===== src/timer_settings.svh =====
`ifndef TIMER_SETTINGS_SVH
`define TIMER_SETTINGS_SVH

// Number of comparator counters behind the register block.
`define TIMER_NUM_CMP 4

// Register address width in 64-bit words.
`define TIMER_ADDR_W 4

// Width of the machine timer prescaler setting.
`define TIMER_PRESCALE_W 8

`endif


===== src/timer_pkg.sv =====
`include "timer_settings.svh"

package timer_pkg;

	// ~~~~~~~~~~~~~~~~~~~~~~~~~~~~~~~~~~~~~~~~~~~~~~~~~~~~~~~~~~~~~~~~~~~~~
	// Comparator and global configuration
	// ~~~~~~~~~~~~~~~~~~~~~~~~~~~~~~~~~~~~~~~~~~~~~~~~~~~~~~~~~~~~~~~~~~~~~

	typedef struct packed {
		logic ena;                              // Comparator enable.
		logic irqena;                           // Interrupt enable.
		logic mode64;                           // Match over 64 bits, else low 32.
		logic periodic;                         // Reload compare by period on match.
	} cmp_conf_t;

	typedef struct packed {
		logic run;
		logic [`TIMER_PRESCALE_W-1:0] prescale;
	} glb_conf_t;

	// ~~~~~~~~~~~~~~~~~~~~~~~~~~~~~~~~~~~~~~~~~~~~~~~~~~~~~~~~~~~~~~~~~~~~~
	// Bus write word and bus request
	// ~~~~~~~~~~~~~~~~~~~~~~~~~~~~~~~~~~~~~~~~~~~~~~~~~~~~~~~~~~~~~~~~~~~~~

	typedef struct packed {
		logic [59:0] pad;
		cmp_conf_t cfg;
	} conf_word_t;

	// One write word, seen as a count or as a comparator configuration.
	typedef union packed {
		logic [63:0] count;
		conf_word_t conf;
	} wr_data_u;

	typedef struct packed {
		logic write;
		logic [`TIMER_ADDR_W-1:0] addr;
		logic [1:0] dqm_n;                      // Active low, one bit per 32-bit half.
		wr_data_u data;
	} bus_req_t;

	// Per comparator write command, one cycle wide.
	typedef struct packed {
		logic conf_write;
		logic count_write;
		logic [1:0] dqm_n;
		wr_data_u data;
	} cmp_write_t;

endpackage


===== src/comparator_counter.sv =====
`timescale 1ns/1ps

module comparator_counter
	import timer_pkg::*;
(
	input logic iCLOCK,
	input logic inRESET,
	input logic [63:0] mtimer_count,
	input logic working,
	input cmp_write_t cmd,
	output cmp_conf_t conf,
	output logic [63:0] compare,
	output logic match_irq
);

	logic [63:0] period;
	logic match64;
	logic match32;
	logic hit;
	logic period_nz;

	assign match64 = (compare == mtimer_count);
	assign match32 = (compare[31:0] == mtimer_count[31:0]);
	assign hit = conf.mode64 ? match64 : match32;
	assign period_nz = conf.mode64 ? (period != 64'h0) : (period[31:0] != 32'h0);

	// A zero period never raises the interrupt.
	assign match_irq = conf.irqena && working && hit && period_nz;

	// ~~~~~~~~~~~~~~~~~~~~~~~~~~~~~~~~~~~~~~~~~~~~~~~~~~~~~~~~~~~~~~~~~~~~~
	// Configuration, period and compare registers
	// ~~~~~~~~~~~~~~~~~~~~~~~~~~~~~~~~~~~~~~~~~~~~~~~~~~~~~~~~~~~~~~~~~~~~~

	always_ff @(posedge iCLOCK or negedge inRESET) begin
		if (!inRESET) begin
			conf <= '0;
			period <= 64'h0;
			compare <= 64'h0;
		end
		else begin
			if (cmd.conf_write) begin
				conf <= cmd.data.conf.cfg;
			end
			if (cmd.count_write) begin
				if (!cmd.dqm_n[0]) begin
					period[31:0] <= cmd.data.count[31:0];
					compare[31:0] <= cmd.data.count[31:0];
				end
				else begin
					compare[31:0] <= period[31:0];    // Masked half restarts from the period.
				end
				if (!cmd.dqm_n[1]) begin
					period[63:32] <= cmd.data.count[63:32];
					compare[63:32] <= cmd.data.count[63:32];
				end
				else begin
					compare[63:32] <= period[63:32];
				end
			end
			else if (conf.ena && conf.periodic && hit) begin
				compare <= compare + period;          // Next period boundary.
			end
		end
	end

	// Without a host load or a periodic reload the compare value holds.
	a_compare_hold: assert property (@(posedge iCLOCK) disable iff (!inRESET)
		!cmd.count_write && !(conf.ena && conf.periodic) |=> $stable(compare));

endmodule


===== src/main_counter.sv =====
`timescale 1ns/1ps
`include "timer_settings.svh"

module main_counter
	import timer_pkg::*;
(
	input logic iCLOCK,
	input logic inRESET,
	input glb_conf_t glb,
	input logic count_write,
	input logic [1:0] dqm_n,
	input logic [63:0] data,
	output logic [63:0] mtimer_count,
	output logic working
);

	logic [`TIMER_PRESCALE_W-1:0] pre_cnt;
	logic tick;

	// Wrap also when prescale was lowered below the running count.
	assign tick = glb.run && (pre_cnt >= glb.prescale);

	always_ff @(posedge iCLOCK or negedge inRESET) begin
		if (!inRESET) begin
			pre_cnt <= '0;
			mtimer_count <= 64'h0;
			working <= 1'b0;
		end
		else begin
			working <= glb.run;
			if (!glb.run || tick) begin
				pre_cnt <= '0;
			end
			else begin
				pre_cnt <= pre_cnt + 1'b1;
			end
			if (count_write) begin                 // Host load wins over the tick.
				if (!dqm_n[0]) begin
					mtimer_count[31:0] <= data[31:0];
				end
				if (!dqm_n[1]) begin
					mtimer_count[63:32] <= data[63:32];
				end
			end
			else if (tick) begin
				mtimer_count <= mtimer_count + 64'd1;
			end
		end
	end

	// Without a host load the timer only ever steps by one.
	a_count_step: assert property (@(posedge iCLOCK) disable iff (!inRESET)
		!count_write |=> (mtimer_count - $past(mtimer_count)) <= 64'd1);

endmodule


===== src/timer_regs.sv =====
`timescale 1ns/1ps
`include "timer_settings.svh"

module timer_regs
	import timer_pkg::*;
(
	input logic iCLOCK,
	input logic inRESET,
	input logic req,
	input bus_req_t bus_req,
	output logic ack,
	output logic [63:0] rdata,
	output logic irq,
	output glb_conf_t glb,
	output logic mt_write,
	output logic [1:0] mt_dqm_n,
	output logic [63:0] mt_data,
	input logic [63:0] mtimer_count,
	output cmp_write_t cmd [`TIMER_NUM_CMP],
	input cmp_conf_t cmp_conf [`TIMER_NUM_CMP],
	input logic [63:0] cmp_compare [`TIMER_NUM_CMP],
	input logic [`TIMER_NUM_CMP-1:0] match_irq
);

	localparam logic [`TIMER_ADDR_W-1:0] ADDR_GLB = `TIMER_ADDR_W'(0);
	localparam logic [`TIMER_ADDR_W-1:0] ADDR_MTIMER = `TIMER_ADDR_W'(1);
	localparam logic [`TIMER_ADDR_W-1:0] ADDR_STATUS = `TIMER_ADDR_W'(2);
	localparam int CMP_BASE = 4;

	logic access;
	logic wr_stb;
	logic [`TIMER_NUM_CMP-1:0] status;
	logic [`TIMER_NUM_CMP-1:0] clr;
	logic [63:0] rd_mux;

	// ~~~~~~~~~~~~~~~~~~~~~~~~~~~~~~~~~~~~~~~~~~~~~~~~~~~~~~~~~~~~~~~~~~~~~
	// Four-phase handshake
	// ~~~~~~~~~~~~~~~~~~~~~~~~~~~~~~~~~~~~~~~~~~~~~~~~~~~~~~~~~~~~~~~~~~~~~

	assign access = req && !ack;                  // High for exactly one cycle per request.
	assign wr_stb = access && bus_req.write;

	always_ff @(posedge iCLOCK or negedge inRESET) begin
		if (!inRESET) begin
			ack <= 1'b0;
		end
		else if (access) begin
			ack <= 1'b1;
		end
		else if (!req) begin
			ack <= 1'b0;
		end
	end

	// ~~~~~~~~~~~~~~~~~~~~~~~~~~~~~~~~~~~~~~~~~~~~~~~~~~~~~~~~~~~~~~~~~~~~~
	// Write decode
	// ~~~~~~~~~~~~~~~~~~~~~~~~~~~~~~~~~~~~~~~~~~~~~~~~~~~~~~~~~~~~~~~~~~~~~

	assign mt_write = wr_stb && (bus_req.addr == ADDR_MTIMER);
	assign mt_dqm_n = bus_req.dqm_n;
	assign mt_data = bus_req.data.count;

	for (genvar n = 0; n < `TIMER_NUM_CMP; n++) begin : g_cmd
		assign cmd[n] = '{
			conf_write: wr_stb && (bus_req.addr == `TIMER_ADDR_W'(CMP_BASE + 2 * n)),
			count_write: wr_stb && (bus_req.addr == `TIMER_ADDR_W'(CMP_BASE + 2 * n + 1)),
			dqm_n: bus_req.dqm_n,
			data: bus_req.data
		};
	end

	// Global word keeps run in bit 0 and prescale in bits 15:8.
	always_ff @(posedge iCLOCK or negedge inRESET) begin
		if (!inRESET) begin
			glb <= '0;
		end
		else if (wr_stb && (bus_req.addr == ADDR_GLB) && !bus_req.dqm_n[0]) begin
			glb.run <= bus_req.data.count[0];
			glb.prescale <= bus_req.data.count[8 +: `TIMER_PRESCALE_W];
		end
	end

	// ~~~~~~~~~~~~~~~~~~~~~~~~~~~~~~~~~~~~~~~~~~~~~~~~~~~~~~~~~~~~~~~~~~~~~
	// Sticky status and interrupt
	// ~~~~~~~~~~~~~~~~~~~~~~~~~~~~~~~~~~~~~~~~~~~~~~~~~~~~~~~~~~~~~~~~~~~~~

	assign clr = (wr_stb && (bus_req.addr == ADDR_STATUS) && !bus_req.dqm_n[0]) ?
		bus_req.data.count[`TIMER_NUM_CMP-1:0] : '0;

	always_ff @(posedge iCLOCK or negedge inRESET) begin
		if (!inRESET) begin
			status <= '0;
			irq <= 1'b0;
		end
		else begin
			status <= (status & ~clr) | match_irq;   // A new match beats the clear.
			irq <= |status;
		end
	end

	// ~~~~~~~~~~~~~~~~~~~~~~~~~~~~~~~~~~~~~~~~~~~~~~~~~~~~~~~~~~~~~~~~~~~~~
	// Readback
	// ~~~~~~~~~~~~~~~~~~~~~~~~~~~~~~~~~~~~~~~~~~~~~~~~~~~~~~~~~~~~~~~~~~~~~

	always_comb begin
		rd_mux = 64'h0;                            // Unmapped addresses read zero.
		case (bus_req.addr)
			ADDR_GLB: rd_mux = {48'h0, glb.prescale, 7'h0, glb.run};
			ADDR_MTIMER: rd_mux = mtimer_count;
			ADDR_STATUS: rd_mux = 64'(status);
			default: begin
				for (int n = 0; n < `TIMER_NUM_CMP; n++) begin
					if (bus_req.addr == `TIMER_ADDR_W'(CMP_BASE + 2 * n)) begin
						rd_mux = {60'h0, cmp_conf[n]};
					end
					if (bus_req.addr == `TIMER_ADDR_W'(CMP_BASE + 2 * n + 1)) begin
						rd_mux = cmp_compare[n];
					end
				end
			end
		endcase
	end

	always_ff @(posedge iCLOCK) begin
		if (access) begin
			rdata <= rd_mux;                          // Held while ack is high.
		end
	end

	a_ack_after_req: assert property (@(posedge iCLOCK) disable iff (!inRESET)
		$rose(ack) |-> $past(req));

endmodule


===== src/timer_top.sv =====
`timescale 1ns/1ps
`include "timer_settings.svh"

module timer_top
	import timer_pkg::*;
(
	input logic iCLOCK,
	input logic inRESET,
	input logic req,
	input bus_req_t bus_req,
	output logic ack,
	output logic [63:0] rdata,
	output logic irq
);

	glb_conf_t glb;
	logic mt_write;
	logic [1:0] mt_dqm_n;
	logic [63:0] mt_data;
	logic [63:0] mtimer_count;
	logic working;
	cmp_write_t cmd [`TIMER_NUM_CMP];
	cmp_conf_t cmp_conf [`TIMER_NUM_CMP];
	logic [63:0] cmp_compare [`TIMER_NUM_CMP];
	logic [`TIMER_NUM_CMP-1:0] match_irq;

	timer_regs u_regs (
		.iCLOCK(iCLOCK),
		.inRESET(inRESET),
		.req(req),
		.bus_req(bus_req),
		.ack(ack),
		.rdata(rdata),
		.irq(irq),
		.glb(glb),
		.mt_write(mt_write),
		.mt_dqm_n(mt_dqm_n),
		.mt_data(mt_data),
		.mtimer_count(mtimer_count),
		.cmd(cmd),
		.cmp_conf(cmp_conf),
		.cmp_compare(cmp_compare),
		.match_irq(match_irq)
	);

	main_counter u_mtimer (
		.iCLOCK(iCLOCK),
		.inRESET(inRESET),
		.glb(glb),
		.count_write(mt_write),
		.dqm_n(mt_dqm_n),
		.data(mt_data),
		.mtimer_count(mtimer_count),
		.working(working)
	);

	for (genvar n = 0; n < `TIMER_NUM_CMP; n++) begin : g_cmp
		comparator_counter u_cmp (
			.iCLOCK(iCLOCK),
			.inRESET(inRESET),
			.mtimer_count(mtimer_count),
			.working(working),
			.cmd(cmd[n]),
			.conf(cmp_conf[n]),
			.compare(cmp_compare[n]),
			.match_irq(match_irq[n])
		);
	end

endmodule

===== config.mk =====
export PLATFORM = sky130hd
export DESIGN_NAME = timer_top
export DESIGN_NICKNAME = d
export VERILOG_FILES = /design/src/timer_pkg.sv /design/src/comparator_counter.sv /design/src/main_counter.sv /design/src/timer_regs.sv /design/src/timer_top.sv
export VERILOG_INCLUDE_DIRS = /design/src
export SDC_FILE = /design/constraint.sdc
export NUM_CORES = 2
export LEC_CHECK = 0
export BUFFER_PORTS_ARGS = -buffer_cell sky130_fd_sc_hd__buf_2
export CELL_PAD_IN_SITES_DETAIL_PLACEMENT = 1
export CELL_PAD_IN_SITES_GLOBAL_PLACEMENT = 2
export CORE_ASPECT_RATIO = 1.5
export CORE_MARGIN = 1.5
export CORE_UTILIZATION = 44
export DETAILED_ROUTE_END_ITERATION = 12
export GPL_TIMING_DRIVEN = 0
export PLACE_DENSITY_LB_ADDON = 0.1
export SYNTH_ARGS = -nofsm -noshare
export SYNTH_HDL_FRONTEND = slang
export SYNTH_HIERARCHICAL = 1
export SYNTH_SLANG_ARGS = --single-unit

===== constraint.sdc =====
create_clock -name iCLOCK -period 14.08 [get_ports iCLOCK]
set_input_delay 2.816 -clock iCLOCK [delete_from_list [all_inputs] [get_ports iCLOCK]]
set_output_delay 2.816 -clock iCLOCK [all_outputs]
set_load 0.01 [all_outputs]

==> results.cfg <==
[status]
status = complete, but fails checks
violations = capacitance limit, slew limit

[global_routing]
first_global_vias = 55600
busiest_layer = met2
grt_pass1_wl_microns = 394000
overflow = 0
antenna_found_initial = 5
grt_util_met3_pct = 7.58
grtUsageMet2_pct = 72.3
track_usage_pct = 42.9
met1_usage_pct = 46.5
grt_max_degree = 114

[clock_network]
holdBufCountCts = 0
htreeDepth = 3
cts_resized = 0
clk_pin_slew_ps = 70
cts_buffers = 76
root_buffer = clkbuf_16
clkLatencyLatePin_ps = 710
clockBufferDepth = 3
cts_setup_buffers = 0
cts_tree = done
cts_sinks = 680

[finish]
nets = 6727
final_area_sq_um = 60800
final_util_pct = 48.6
drive_gt1_share_pct = 15.8
areaGrowthSynthToFinish_pct = 9.52

[critical_path]
crit_cells = 10
crit_end = g_cmp[0].u_cmp/compare[28]
crit_type = reg2reg
cp.required_ps = 14700
cp.arrival_ps = 7510
reg2reg_depth = 10
path_cells = xor2_1 -> nor4_1 -> nand4_1 -> o21ai_0 -> nand4_1 -> inv_1 -> clkbuf_1 -> buf_1 -> nand2_1 -> a31oi_1
cpPeakStageDelay_ps = 1230
timing.rr.end = g_cmp[0].u_cmp/compare[28]
path_delay_family = buffers and inverters
crit_top_cell = nand4_1
crit_start = u_mtimer/mtimer_count[36]
cp-end-kind = register
crit_buf_inv = 3
crit_path_start_kind = register
slowest_stage = nand4_1
crit_fanout = 12
r2r_start = u_mtimer/mtimer_count[36]
r2r_setup_slack_ps = 7190

[place]
placed_area_sq_um = 58200
place.gp.congestion = 1.02
pre_cts_ws_ps = 6930
dp_hpwl_microns = 227000
numPortBuffers = 83

[routing]
drc = 0
routed_wl_microns = 279000
drtPass1Iterations = 6
routed_via_density = 6.54
antenna_left = 0
vias = 52800
drt-initial-drc-count = 4091
avgRoutedWirePerCell_microns = 34.6

[pwr]
swShare_pct = 40.7
clkPwrFrac_pct = 29.0
seqPwrFrac_pct = 36.5
p_sw_mw = 3.01
combPwrFrac_pct = 34.5
internal_power_mw = 4.39
p_per_area_nw_per_um2 = 122
p_leak_nw = 27.5
vdd_drop_max_mv = 0.0873

[synthesis]
synth_top_area_share_pct = 27.8
yosys.area.top_type = dfrtp_1
seq_area_frac_synth_pct = 31.2
synth_common_cells = dfrtp_1 (616), a21oi_1 (567), nand2_1 (501), nor2_1 (357), buf_4 (347)
synth_area_leaders = dfrtp_1 (28%), mux2_2 (6.0%), ha_1 (5.9%)
ys_ff_latch = 680
yosysMostFrequentCell = dfrtp_1
syn_inst = 6214
async_reset_ff_share_pct = 90.6
ys.flop_type = dfrtp_1
synth_edf_count = 64
syn-num-nets = 6554
synth_cell_types = 111
netlist_area_sq_um = 55500
syn-mean-instance-area_sq_um = 8.93
ys_warn_count = 6

[sta]
fin_ws_ps = 7190
rsz0062_at_grt = false
finalSetupViolations = 0
hold_viol_final = 0
drv_slew = 5
worst_pin_slew_ps = 1540
slew_headroom_pct = -4.07
finClkSkew_ps = 28.6
fmax_ghz = 0.145
post-route-min-period_ps = 6890
fin_hold_ws_ps = 525
period_share_pct = 49.0
tns_ps = 0

[die]
die_w_microns = 293
core_area_sq_um = 125000
die_area_sq_um = 128000
placementRows = 159
start_util_pct = 44.4
die_y_microns = 438
ios = 140

[worst_hold_path]
hold_path_class = reg2reg

[run]
drv_cap = 2
==> per-layer routing <==
layer / vias to the layer above / part of all wire [%]
met5: - / 0.0047
met4: 2 / 10
met3: 859 / 5.4
met2: 1968 / 48
met1: 26800 / 37
li1: 23200 / -
==> power groups by stage <==
stage          clock network (mW)  registers (mW)  logic [mW]
2_1_floorplan                   0            2.46        1.75
4_1_cts                      2.17            2.67        2.49
6_report                     2.15            2.70        2.55
5_1_grt                      2.23            2.71        2.76
3_3_place_gp                    0            2.70        2.42
3_5_place_dp                    0            2.71        2.47
==> worst min-delay path by stage <==
stage                startpoint  cells after the start          endpoint
6_report       u_regs/status[1]                      1  u_regs/status[1]
5_1_grt        u_regs/status[3]                      1  u_regs/status[3]
4_1_cts        u_regs/status[1]                      1  u_regs/status[1]
3_5_place_dp   u_regs/status[1]                      1  u_regs/status[1]
3_3_place_gp   u_regs/status[2]                      1  u_regs/status[2]
2_1_floorplan     u_regs/glb[8]                      0  u_mtimer/working
==> flip-flops by register name (all words and copies together) (netlist names) <==
register,cells
g_cmp.u_cmp/compare,256
g_cmp.u_cmp/conf,16
g_cmp.u_cmp/period,256
u_mtimer/mtimer_count,64
u_mtimer/pre_cnt,8
u_mtimer/working,1
u_regs/ack,1
u_regs/glb,9
u_regs/irq,1
u_regs/rdata,64
u_regs/status,4
==> cells in the final DEF (no fill, tap or decap), types with 222 or more instances in the layout <==
master / instances
a21oi_1: 567
buf_4: 347
clkbuf_1: 265
dfrtp_1: 616
ha_1: 262
mux2_2: 295
mux2i_1: 257
nand2_1: 501
nor2_1: 356
o21ai_0: 256
xnor2_1: 222
xor2_1: 229
==> area by class of cell <==
class,count,area (sq um)
Buffer,702,4240
Clock inverter,36,392
Fill cell,14600,64300
Inverter,81,304
Timing Repair Buffer,95,686
Sequential cell,680,17300
Antenna cell,6,15.0
Multi-Input combinational cell,4751,33700
Tap cell,1610,2010
Clock buffer,101,2150
==> logic make-up after synthesis <==
logic type                 synth area share (%)
buffers and inverters                      8.18
DFF                                        31.2
adders and majority gates                  6.05
xor gates and xnor gates                   7.12
muxes                                      11.0
AOI/OAI and AO/OA                          21.8
and+or+nand+nor                            14.6
==> through the flow <==
step | instances | power, mW
detailed placement | 7917 | 5.18
global route | 8057 | 7.70
CTS | 8054 | 7.33
floorplan | 6214 | 4.21
finish | 8062 | 7.41
global placement | 7907 | 5.12
No activity file was read; power rests on OpenSTA's default activity.
